$ cat config.mk
export PLATFORM = sky130hd
export DESIGN_NAME = zx_dram_top
export DESIGN_NICKNAME = d
export VERILOG_FILES = /design/src/source/zx_dram_pkg.sv /design/src/source/zx_dram_top.sv /design/src/source/dram_sequencer.sv /design/src/source/dram_arbiter.sv
export SDC_FILE = /design/constraint.sdc
export NUM_CORES = 1
export LEC_CHECK = 0
export ABC_AREA = 1
export BUFFER_PORTS_ARGS = -buffer_cell sky130_fd_sc_hd__buf_2
export CAP_MARGIN = 15
export CELL_PAD_IN_SITES_DETAIL_PLACEMENT = 1
export CELL_PAD_IN_SITES_GLOBAL_PLACEMENT = 1
export CORE_MARGIN = 1.5
export CORE_UTILIZATION = 30
export DETAILED_ROUTE_END_ITERATION = 8
export PLACE_DENSITY_LB_ADDON = 0.1
export SLEW_MARGIN = 10
export SYNTH_ARGS = -nofsm -noshare
export SYNTH_HDL_FRONTEND = slang
export SYNTH_SLANG_ARGS = --single-unit
$ cat constraint.sdc
create_clock -name fclk -period 4.9 [get_ports fclk]
set_input_delay 0 -clock fclk [delete_from_list [all_inputs] [get_ports fclk]]
set_output_delay 0 -clock fclk [all_outputs]
set_load 0.02 [all_outputs]
$ cat src/source/zx_dram_pkg.sv
`default_nettype none

package zx_dram_pkg;

    localparam int DATA_W = 16;
    localparam int BYTE_W = 8;

    // four fclk cycles of one DRAM slot
    typedef enum logic [1:0] {
        PH_RAS  = 2'd0,
        PH_CAS  = 2'd1,
        PH_DATA = 2'd2,
        PH_END  = 2'd3
    } dram_phase_t;

    // owner of the access in flight
    typedef enum logic [1:0] {
        OWN_NONE  = 2'd0,
        OWN_VIDEO = 2'd1,
        OWN_CPU   = 2'd2,
        OWN_DMA   = 2'd3
    } dram_owner_t;

    typedef enum logic {
        OP_READ  = 1'b0,
        OP_WRITE = 1'b1
    } dram_op_t;

endpackage

`default_nettype wire
$ cat src/source/zx_dram_top.sv
`timescale 1ns/1ps
`default_nettype none

module zx_dram_top
    import zx_dram_pkg::*;
#(
    parameter int RA_W = 10
) (
    input  logic                fclk,
    input  logic                rst,

    input  logic                video_valid,
    input  logic [2*RA_W:0]     video_addr,
    output logic                video_ready,
    output logic                video_rvalid,
    output logic [DATA_W-1:0]   video_rdata,

    input  logic                cpu_valid,
    input  dram_op_t            cpu_op,
    input  logic [2*RA_W+1:0]   cpu_addr,
    input  logic [BYTE_W-1:0]   cpu_wdata,
    output logic                cpu_ready,
    output logic                cpu_rvalid,
    output logic [BYTE_W-1:0]   cpu_rdata,

    input  logic                dma_valid,
    input  dram_op_t            dma_op,
    input  logic [2*RA_W:0]     dma_addr,
    input  logic [DATA_W-1:0]   dma_wdata,
    output logic                dma_ready,
    output logic                dma_rvalid,
    output logic [DATA_W-1:0]   dma_rdata,

    output logic [RA_W-1:0]     ra,
    output logic [DATA_W-1:0]   dram_wd,
    input  logic [DATA_W-1:0]   dram_rd,
    output logic                rwe_n,
    output logic                rucas_n,
    output logic                rlcas_n,
    output logic                rras0_n,
    output logic                rras1_n
);

    dram_phase_t         phase;
    logic                acc_start;
    dram_op_t            acc_op;
    logic [2*RA_W:0]     acc_addr;
    logic [DATA_W-1:0]   acc_wdata;
    logic [1:0]          acc_bsel;
    logic [DATA_W-1:0]   acc_rdata;
    logic                acc_rdone;

    dram_arbiter #(
        .RA_W(RA_W)
    ) arbiter (
        .fclk        (fclk),
        .rst         (rst),
        .video_valid (video_valid),
        .video_addr  (video_addr),
        .video_ready (video_ready),
        .video_rvalid(video_rvalid),
        .video_rdata (video_rdata),
        .cpu_valid   (cpu_valid),
        .cpu_op      (cpu_op),
        .cpu_addr    (cpu_addr),
        .cpu_wdata   (cpu_wdata),
        .cpu_ready   (cpu_ready),
        .cpu_rvalid  (cpu_rvalid),
        .cpu_rdata   (cpu_rdata),
        .dma_valid   (dma_valid),
        .dma_op      (dma_op),
        .dma_addr    (dma_addr),
        .dma_wdata   (dma_wdata),
        .dma_ready   (dma_ready),
        .dma_rvalid  (dma_rvalid),
        .dma_rdata   (dma_rdata),
        .phase       (phase),
        .acc_start   (acc_start),
        .acc_op      (acc_op),
        .acc_addr    (acc_addr),
        .acc_wdata   (acc_wdata),
        .acc_bsel    (acc_bsel),
        .acc_rdata   (acc_rdata),
        .acc_rdone   (acc_rdone)
    );

    dram_sequencer #(
        .RA_W(RA_W)
    ) sequencer (
        .fclk     (fclk),
        .rst      (rst),
        .phase    (phase),
        .acc_start(acc_start),
        .acc_op   (acc_op),
        .acc_addr (acc_addr),
        .acc_wdata(acc_wdata),
        .acc_bsel (acc_bsel),
        .acc_rdata(acc_rdata),
        .acc_rdone(acc_rdone),
        .ra       (ra),
        .dram_wd  (dram_wd),
        .dram_rd  (dram_rd),
        .rwe_n    (rwe_n),
        .rucas_n  (rucas_n),
        .rlcas_n  (rlcas_n),
        .rras0_n  (rras0_n),
        .rras1_n  (rras1_n)
    );

endmodule

`default_nettype wire

$ cat src/source/dram_sequencer.sv
`timescale 1ns/1ps
`default_nettype none

module dram_sequencer
    import zx_dram_pkg::*;
#(
    parameter int RA_W = 10
) (
    input  logic                fclk,
    input  logic                rst,

    input  dram_phase_t         phase,
    input  logic                acc_start,
    input  dram_op_t            acc_op,
    input  logic [2*RA_W:0]     acc_addr,
    input  logic [DATA_W-1:0]   acc_wdata,
    input  logic [1:0]          acc_bsel,
    output logic [DATA_W-1:0]   acc_rdata,
    output logic                acc_rdone,

    output logic [RA_W-1:0]     ra,
    output logic [DATA_W-1:0]   dram_wd,
    input  logic [DATA_W-1:0]   dram_rd,
    output logic                rwe_n,
    output logic                rucas_n,
    output logic                rlcas_n,
    output logic                rras0_n,
    output logic                rras1_n
);

    logic            busy;
    logic            is_wr;
    logic [1:0]      bsel;
    logic [RA_W-1:0] col;

    // strobes and slot tracking
    always_ff @(posedge fclk) begin
        if (rst) begin
            busy      <= 1'b0;
            acc_rdone <= 1'b0;
            rras0_n   <= 1'b1;
            rras1_n   <= 1'b1;
            rucas_n   <= 1'b1;
            rlcas_n   <= 1'b1;
            rwe_n     <= 1'b1;
        end else begin
            acc_rdone <= 1'b0;
            case (phase)
                PH_RAS: begin
                    if (acc_start) begin
                        busy <= 1'b1;
                        // top address bit picks the bank
                        rras0_n <= acc_addr[2*RA_W];
                        rras1_n <= !acc_addr[2*RA_W];
                    end
                end
                PH_CAS: begin
                    if (busy) begin
                        rucas_n <= !bsel[1];
                        rlcas_n <= !bsel[0];
                        rwe_n   <= !is_wr;
                    end
                end
                PH_DATA: begin
                    if (busy && !is_wr) begin
                        acc_rdone <= 1'b1;
                    end
                end
                PH_END: begin
                    busy    <= 1'b0;
                    rras0_n <= 1'b1;
                    rras1_n <= 1'b1;
                    rucas_n <= 1'b1;
                    rlcas_n <= 1'b1;
                    rwe_n   <= 1'b1;
                end
                default: begin
                    busy <= 1'b0;
                end
            endcase
        end
    end

    // address mux and data path
    always_ff @(posedge fclk) begin
        if (phase == PH_RAS && acc_start) begin
            ra      <= acc_addr[2*RA_W-1:RA_W];
            col     <= acc_addr[RA_W-1:0];
            bsel    <= acc_bsel;
            is_wr   <= (acc_op == OP_WRITE);
            dram_wd <= acc_wdata;
        end else if (phase == PH_CAS && busy) begin
            ra <= col;
        end

        // dram_rd is valid while CAS is low
        if (phase == PH_DATA && busy && !is_wr) begin
            acc_rdata <= dram_rd;
        end
    end

    cas_after_ras: assert property (@(posedge fclk) disable iff (rst)
        (!rucas_n || !rlcas_n) |-> (!rras0_n || !rras1_n) && $past(!rras0_n || !rras1_n));

    one_bank: assert property (@(posedge fclk) disable iff (rst)
        !(!rras0_n && !rras1_n));

endmodule

`default_nettype wire

$ cat src/source/dram_arbiter.sv
`timescale 1ns/1ps
`default_nettype none

module dram_arbiter
    import zx_dram_pkg::*;
#(
    parameter int RA_W = 10
) (
    input  logic                fclk,
    input  logic                rst,

    input  logic                video_valid,
    input  logic [2*RA_W:0]     video_addr,
    output logic                video_ready,
    output logic                video_rvalid,
    output logic [DATA_W-1:0]   video_rdata,

    input  logic                cpu_valid,
    input  dram_op_t            cpu_op,
    input  logic [2*RA_W+1:0]   cpu_addr,
    input  logic [BYTE_W-1:0]   cpu_wdata,
    output logic                cpu_ready,
    output logic                cpu_rvalid,
    output logic [BYTE_W-1:0]   cpu_rdata,

    input  logic                dma_valid,
    input  dram_op_t            dma_op,
    input  logic [2*RA_W:0]     dma_addr,
    input  logic [DATA_W-1:0]   dma_wdata,
    output logic                dma_ready,
    output logic                dma_rvalid,
    output logic [DATA_W-1:0]   dma_rdata,

    output dram_phase_t         phase,
    output logic                acc_start,
    output dram_op_t            acc_op,
    output logic [2*RA_W:0]     acc_addr,
    output logic [DATA_W-1:0]   acc_wdata,
    output logic [1:0]          acc_bsel,
    input  logic [DATA_W-1:0]   acc_rdata,
    input  logic                acc_rdone
);

    logic        slot_end;
    dram_owner_t owner;
    logic        cpu_lane;

    always_ff @(posedge fclk) begin
        if (rst) begin
            phase <= PH_RAS;
        end else begin
            phase <= dram_phase_t'(phase + 2'd1);
        end
    end

    assign slot_end = (phase == PH_END);

    // fixed priority with video first and dma last
    assign video_ready = slot_end && video_valid;
    assign cpu_ready   = slot_end && cpu_valid && !video_valid;
    assign dma_ready   = slot_end && dma_valid && !video_valid && !cpu_valid;

    always_ff @(posedge fclk) begin
        if (rst) begin
            acc_start <= 1'b0;
            owner     <= OWN_NONE;
        end else if (slot_end) begin
            acc_start <= video_ready || cpu_ready || dma_ready;
            if (video_ready) begin
                owner <= OWN_VIDEO;
            end else if (cpu_ready) begin
                owner <= OWN_CPU;
            end else if (dma_ready) begin
                owner <= OWN_DMA;
            end else begin
                owner <= OWN_NONE;
            end
        end else begin
            acc_start <= 1'b0;
        end
    end

    // access payload is held for the whole next slot
    always_ff @(posedge fclk) begin
        if (video_ready) begin
            acc_op   <= OP_READ;
            acc_addr <= video_addr;
            acc_bsel <= 2'b11;
        end else if (cpu_ready) begin
            acc_op    <= cpu_op;
            acc_addr  <= cpu_addr[2*RA_W+1:1];
            // same byte on both halves and CAS picks the lane
            acc_wdata <= {cpu_wdata, cpu_wdata};
            cpu_lane  <= cpu_addr[0];
            if (cpu_op == OP_WRITE) begin
                acc_bsel <= cpu_addr[0] ? 2'b10 : 2'b01;
            end else begin
                acc_bsel <= 2'b11;
            end
        end else if (dma_ready) begin
            acc_op    <= dma_op;
            acc_addr  <= dma_addr;
            acc_wdata <= dma_wdata;
            acc_bsel  <= 2'b11;
        end
    end

    // owner stays valid until the end of PH_END
    assign video_rvalid = acc_rdone && (owner == OWN_VIDEO);
    assign cpu_rvalid   = acc_rdone && (owner == OWN_CPU);
    assign dma_rvalid   = acc_rdone && (owner == OWN_DMA);

    assign video_rdata = acc_rdata;
    assign dma_rdata   = acc_rdata;
    // odd byte address lives in the upper half
    assign cpu_rdata   = cpu_lane ? acc_rdata[BYTE_W +: BYTE_W] : acc_rdata[0 +: BYTE_W];

    one_ready: assert property (@(posedge fclk) disable iff (rst)
        $onehot0({video_ready, cpu_ready, dma_ready}));

    ready_at_end: assert property (@(posedge fclk) disable iff (rst)
        (video_ready || cpu_ready || dma_ready) |-> (phase == PH_END));

    // read data must come back in the slot after the grant
    rdone_owned: assert property (@(posedge fclk) disable iff (rst)
        acc_rdone |-> (phase == PH_END) && (owner != OWN_NONE) && $past(acc_start, 3));

endmodule

`default_nettype wire

==> impl_metrics.yaml, run 1 <==
die:
  core-area_um2: 14590
  rows: 44
  fp.dieW_um: 125.2
  die_area_um2: 15690
  start_util_pct: 30.73
  fp.dieH_um: 125.2
  io_pins: 188
sta:
  slew_headroom_pct: 39.49
  rsz0062_at_grt: "no"
  tightest_slew_ns: 0.9055
  final.min_clock_period_ns: 2.608
  tns_ns: 0
  final-hold-violation-count: 0
  setup_violations: 0
  fin_crit_sh_pct: 53.22
  finClkSkew_ns: 0.007960
  slew_violations: 0
  max_freq_mhz: 383.4
grt:
  grt_overflow: 0
  grt_use_total_pct: 15.20
  grtUsageMet3_pct: 4.236
  met1_usage_pct: 16.89
  grt_max_degree: 32
  grt_first_pass_wirelength_mm: 18.76
  top_usage_layer: "met2"
  grt_use_met2_pct: 28.22
  first_global_vias: 3846
  antenna_found_initial: 1
synth:
  synth.distinct_cells: 24
  synth_fp_nets: 512
  ys_ff_latch: 108
  synth.yosys.seq_area_share_pct: 68.99
  netlist_instances: 396
  synth_top_area_cell: "edfxtp_1"
  synth_area_leaders: "edfxtp_1 62%, nand2_1 13%, dfxtp_1 6.7%, buf_4 3.7%, nand3_1 3.6%"
  synth_top_area_share_pct: 62.29
  yosysWarningCount: 0
  netlist_area_um2: 4483
  synth_area_per_cell_um2: 11.32
critical_path:
  end_kind: "register"
  worstPathRequired_ns: 5.11
  max_stage_delay_ns: 0.63
  worstSetupPathType: "register to register"
  cpMaxStageDelayCell: "nor2_4"
  r2r_cells: 6
  worst_path_most_repeated_cell: "nand2_1"
  worstPathMaxFanout: 31
  critPathArrivalTime_ns: 2.81
  r2r_start: "arbiter.phase[0]"
  reg2reg_slack_ns: 2.29
  cp_cell_sequence: "ha_1 -> nand2_2 -> nor2_4 -> nand2_1 -> nand2_1 -> dlygate4sd3_1"
  critPathLaunchType: "register"
  rr_endpoint: "arbiter.acc_wdata[3]"
layout:
  area_delta_synth_final_pct: 50.10
  drive_above_1_share_pct: 33.38
  register_area_um2: 3093
  fillerInstances: 1652
  multi_input_area_um2: 1099
  nets: 776
  final_util_pct: 46.12
  antennaDiodeCount: 0
clock_tree:
  clk_pin_slew_worst_paths_ns: 0.07
  clkSinkCount: 108
  cts_buffers: 9
  post_cts_resized: 0
  cts_buffer_depth: 2
  clk_latency_ns: 0.34
  htree_num_levels: 3
  cts_tree: "yes"
  clock_tree.root_cell: "clkbuf_16"
flow_run:
  cap_violations: 0
drt:
  drt_pass1_iterations: 4
  postRouteAntennaNets: 0
  avgRoutedWirePerCell_um: 13.97
  drc: 0
  drtIter0Drc: 148
  vias_per_cell: 4.339
  via_count: 3684
  wirelength_mm: 11.86
placed_design:
  gp_congestion: 0.7092
  hpwl_mm: 8.325
  io_buffers: 187
worst_hold_path:
  min_path_type: "input pin to register"
  worstHoldPathCells: 3
  hold_start: "video_valid"
  hold_end: "arbiter.owner[0]"
power:
  power_mw: 2.053
  p_per_area_nw_per_um2: 305.1
  vdd_drop_max_v: 0.0001381
  power.leakage_nw: 2.953
outcome:
  status: "finished, final reports clean"
[through the flow]
stage | cells | area, um^2 | worst slack [ns] | hold slack, ns
3_3_place_gp | 739 | 5444 | 2.380 | 0.1776
5_1_grt | 849 | 6729 | 2.020 | 0.03753
6_report | 849 | 6729 | 2.292 | 0.02901
2_1_floorplan | 396 | 4483 | 2.778 | 0.06669
3_5_place_dp | 739 | 5444 | 2.265 | 0.1788
4_1_cts | 848 | 6721 | 2.256 | 0.02037
[layout by cell type (no fill, tap or decap), drive strengths merged]
cell	synthesis	layout
ha	5	5
bufinv	0	3
nand2	166	166
mux2	8	8
nor3	5	5
clkinvlp	0	1
dfxtp	15	15
clkinv	0	2
nor4	1	1
nand3b	2	2
clkbuf	1	9
a31oi	1	1
buf	28	189
or2	1	1
nor2	10	10
o21ai	3	3
dlygate4sd3	0	93
nand4	1	1
a21oi	2	2
inv	21	22
nand3	33	33
edfxtp	93	93
[Yosys cell counts]
cell type and count:
nand3_2 1, ha_1 5, a21oi_1 2, nand2_2 5, nor2_1 9, edfxtp_1 93
nand3b_1 2, a31oi_1 1, nand3_1 32, nor4_1 1, buf_6 3, mux2_2 8
nand2_1 161, o21ai_0 3, clkbuf_1 1, inv_1 19, buf_4 22, nand4_1 1
dfxtp_1 15, nor3_1 5, inv_2 2, buf_2 3, nor2_4 1, or2_0 1
[area by class of cell]
cell class,instances,area share (%)
sequential,108,45.97
timing repair buffer,282,27.97
multi-input combinational,238,16.33
tap,184,3.421
clock buffer,9,3.347
clock inverter,7,1.804
inverter,21,1.171
[worst max-delay path by stage]
| stage | depth (start not counted) | end | slack [ns] | from |
|---|---|---|---|---|
| floorplan | 4 | sequencer.acc_rdata[0] | 2.78 | arbiter.phase[0] |
| global placement | 5 | sequencer.dram_wd[15] | 2.38 | arbiter.phase[0] |
| detailed placement | 5 | sequencer.dram_wd[4] | 2.27 | arbiter.phase[0] |
| CTS | 5 | sequencer.dram_wd[1] | 2.26 | arbiter.phase[0] |
| global route | 5 | sequencer.dram_wd[8] | 2.02 | arbiter.phase[0] |
| finish | 6 | arbiter.acc_wdata[3] | 2.29 | arbiter.phase[0] |
[kinds of logic (layout without fill, tap and decap cells)]
logic type	count (synthesis)	count (layout)	synth area share, %
flip-flops	108	108	68.99
AO/OA/AOI/OAI	6	6	0.6977
AND/OR/NAND/NOR	219	219	20.29
multiplexers	8	8	2.010
buffers and inverters	50	319	6.614
adder cells (fa/ha/maj)	5	5	1.395
[routing by layer]
| metal | part of all wire, % | wire [um] |
|---|---|---|
| met5 | 0.11 | 13 |
| met4 | 1.0 | 119 |
| met3 | 6.8 | 809 |
| met2 | 52 | 6133 |
| met1 | 40 | 4785 |
[registers in the layout, indices dropped and copies added (netlist names), 2 cells and up]
register and cells:
arbiter.acc_addr 21, arbiter.acc_wdata 16, sequencer.acc_rdata 16, sequencer.dram_wd 16
sequencer.col 10, sequencer.ra 10, arbiter.acc_bsel 2, arbiter.owner 2
arbiter.phase 2, sequencer.bsel 2
[worst max-delay path, delay by kind of cell, from the launching register on]
family / cells / cell delay (ns)
buf+inv: 1 / 0.55
flops: 1 / 0.41
simple gates: 4 / 1.07
fa+ha+maj: 1 / 0.44
[report_power, final]
| part | internal, mW | total (mW) | switching (mW) |
|---|---|---|---|
| Sequential | 1.02 | 1.04 | 0.0123 |
| Combinational | 0.114 | 0.193 | 0.0797 |
| Clock | 0.503 | 0.825 | 0.322 |
| Total | 1.64 | 2.05 | 0.413 |
[timing repair]
item | in CTS | in global routing
hold endpoints to repair | 62 | 0
setup buffers | 0 | 0
hold buffers | 93 | 0
Power figures use the tool's default switching activity.
==> run 2, diff against run 1 <==
ABC_AREA = 0   (was 1)
clock period = 2.6 ns   (was 4.9 ns; I/O delays follow)
==> impl_metrics.yaml, run 2 <==
layout:
  drive_above_1_share_pct: 46.24
  register_area_um2: 3093
  largest_register_ffs: 21
  multi_input_area_um2: 1212
  most-common-layout-cells: "187 x buf_2, 93 x edfxtp_1, 73 x dlygate4sd3_1, 42 x a22o_1, 22 x mux2_2"
  mostFrequentLayoutCell: "buf_2"
  nets: 643
  area_delta_synth_final_pct: 45.96
  final_util_pct: 45.18
  finalInstanceArea_um2: 6616
  fillerInstances: 1558
  largest_register: "arbiter.acc_addr"
synth:
  yosys-top-cells-count: "93 x edfxtp_1, 42 x a22o_1, 22 x mux2_2"
  synth_top_area_share_pct: 61.61
  synth_fp_nets: 396
  synthFlopType: "edfxtp_1"
  async_reset_ff_share_pct: 0
  netlist_area_um2: 4533
  synth_edf_count: 93
  synth_top_area_cell: "edfxtp_1"
  yosysMostFrequentCell: "edfxtp_1"
  synth.yosys.seq_area_share_pct: 68.23
  yosysWarningCount: 0
  synth.distinct_cells: 36
  ys_ff_latch: 108
  synth_area_per_cell_um2: 16.19
  netlist_instances: 280
  synth_area_leaders: "edfxtp_1 62%, a22o_1 8.1%, dfxtp_1 6.6%, mux2_2 5.5%, mux2_4 3.3%"
sta:
  tns_ns: 0
  fin_crit_sh_pct: 92.08
  slew_violations: 0
  setup_violations: 0
  tightest_slew_ns: 0.8724
  finClkSkew_ns: 0.01050
  slew_headroom_pct: 41.84
  final-hold-violation-count: 0
  worst_hold_slack_ns: 0.04224
  final.min_clock_period_ns: 2.394
  max_freq_mhz: 417.7
  rsz0062_at_grt: "no"
outcome:
  status: "complete, but fails checks"
  violations: "DRC"
drt:
  avgRoutedWirePerCell_um: 16.04
  drtIter0Drc: 164
  via_count: 3227
  vias_per_cell: 4.501
  wirelength_mm: 11.50
  drt_pass1_iterations: 8
  postRouteAntennaNets: 0
  drc: 6
die:
  core-area_um2: 14640
  die_area_um2: 15860
  fp.dieH_um: 125.9
  rows: 44
  start_util_pct: 30.96
  io_pins: 188
  fp.dieW_um: 125.9
critical_path:
  cp_cell_sequence: "ha_2 -> nand3b_4 -> mux2_4 -> dlygate4sd3_1"
  cpMaxStageDelayCell: "dlygate4sd3_1"
  end_kind: "register"
  worstPathRequired_ns: 2.69
  worstPathMaxFanout: 23
  critPathArrivalTime_ns: 2.49
  max_stage_delay_ns: 0.57
  critPathLaunchType: "register"
  worstSetupPathType: "register to register"
grt:
  grt_first_pass_wirelength_mm: 17.97
  grt_overflow: 0
  grt_max_degree: 30
  antenna_found_initial: 1
  grt_use_total_pct: 14.87
  first_global_vias: 3498
placed_design:
  place_area_um2: 5552
  hpwl_mm: 8.025
  gp_congestion: 0.6741
  io_buffers: 187
power:
  power_report.internal_total_mw: 3.011
  p_sw_uw: 808.3
  power_mw: 3.819
  p_sw_share_pct: 21.16
  clock_power_share_pct: 39.2
  p_seq_share_pct: 51.0
  power.leakage_nw: 2.786
  power_frac_comb_pct: 9.8
  p_per_area_nw_per_um2: 577.3
  vdd_drop_max_v: 0.0004014
clock_tree:
  cts_buffer_depth: 2
  cts_buffers: 9
  cts_tree: "yes"
  htree_num_levels: 3
  clk_pin_slew_worst_paths_ns: 0.07
  clk_latency_ns: 0.35
  clock_tree.root_cell: "clkbuf_16"
  clkSinkCount: 108
flow_run:
  cap_violations: 0
worst_hold_path:
  min_path_type: "input pin to register"
## run 2: cell types whose count changed after synthesis, moves of 5 or more
cell	before	now
inv_1	19	8
nand2_1	161	8
mux2_4	0	10
nand3_1	32	0
nand2_2	5	0
buf_4	22	17
mux2_2	8	22
a22o_1	0	42
## run 2: what timing repair did
action | CTS | global route
hold buffers | 73 | 0
setup buffers | 0 | 0
hold endpoints to repair | 63 | 0
gates resized for setup | 0 | 1
endpoints found under the setup margin | 0 | 13
## run 2: final timing paths
path	from	end	slack (ns)	cells after the start
setup / recovery	arbiter.phase[0]	arbiter.acc_wdata[8]	0.21	4
hold / removal	dma_valid	arbiter.acc_op	0.04	3
setup reg to reg	arbiter.phase[0]	arbiter.acc_wdata[8]	0.21	4
hold reg to reg	arbiter.acc_wdata[3]	sequencer.dram_wd[3]	0.42	0
## run 2: layer usage
layer  wire, um  global-route usage, %
met3        942                  6.457
met1       4503                  15.89
met4        115                  4.057
met5          0                      0
met2       5942                  26.79
## run 2: cell type report
class | instances | share of cell area (%)
Antenna cell | 1 | 0.03782
Clock buffer | 9 | 3.404
Clock inverter | 7 | 1.570
Inverter | 8 | 0.4539
Multi-Input combinational cell | 133 | 18.32
Sequential cell | 108 | 46.75
Tap cell | 184 | 3.480
Timing Repair Buffer | 267 | 25.98
## run 2: worst max-delay path, delay by kind of cell, from the launching register on
family | cells | cell delay [ns]
buffers and inverters | 1 | 0.57
muxes | 1 | 0.41
DFF | 1 | 0.40
adders and majority gates | 1 | 0.39
and+or+nand+nor | 1 | 0.36
## run 2: stage by stage
step | instances | setup WS (ns)
final | 717 | 0.2059
after global routing | 717 | 0.1023
after CTS | 716 | 0.007629
after detailed placement | 627 | 0.4938
after global placement | 627 | 0.5465
after floorplan | 280 | 0.7738
## run 2: cell families (layout without fill, tap and decap cells)
kind of cell	count (synthesis)	after routing	share of synthesized area (%)
buffers and inverters	39	291	5.161
muxes	36	36	9.743
and+or+nand+nor	35	35	4.969
AOI/OAI and AO/OA	57	57	10.52
other	0	1	0
adders and majority gates	5	5	1.380
DFF	108	108	68.23
## run 2: power by group through the flow
stage | sequential (mW) | clock [mW] | combinational, mW
2_1_floorplan | 1.99 | 0 | 0.149
3_3_place_gp | 1.98 | 0 | 0.281
3_5_place_dp | 1.99 | 0 | 0.290
4_1_cts | 1.95 | 1.54 | 0.378
5_1_grt | 1.95 | 1.60 | 0.414
6_report | 1.95 | 1.50 | 0.376
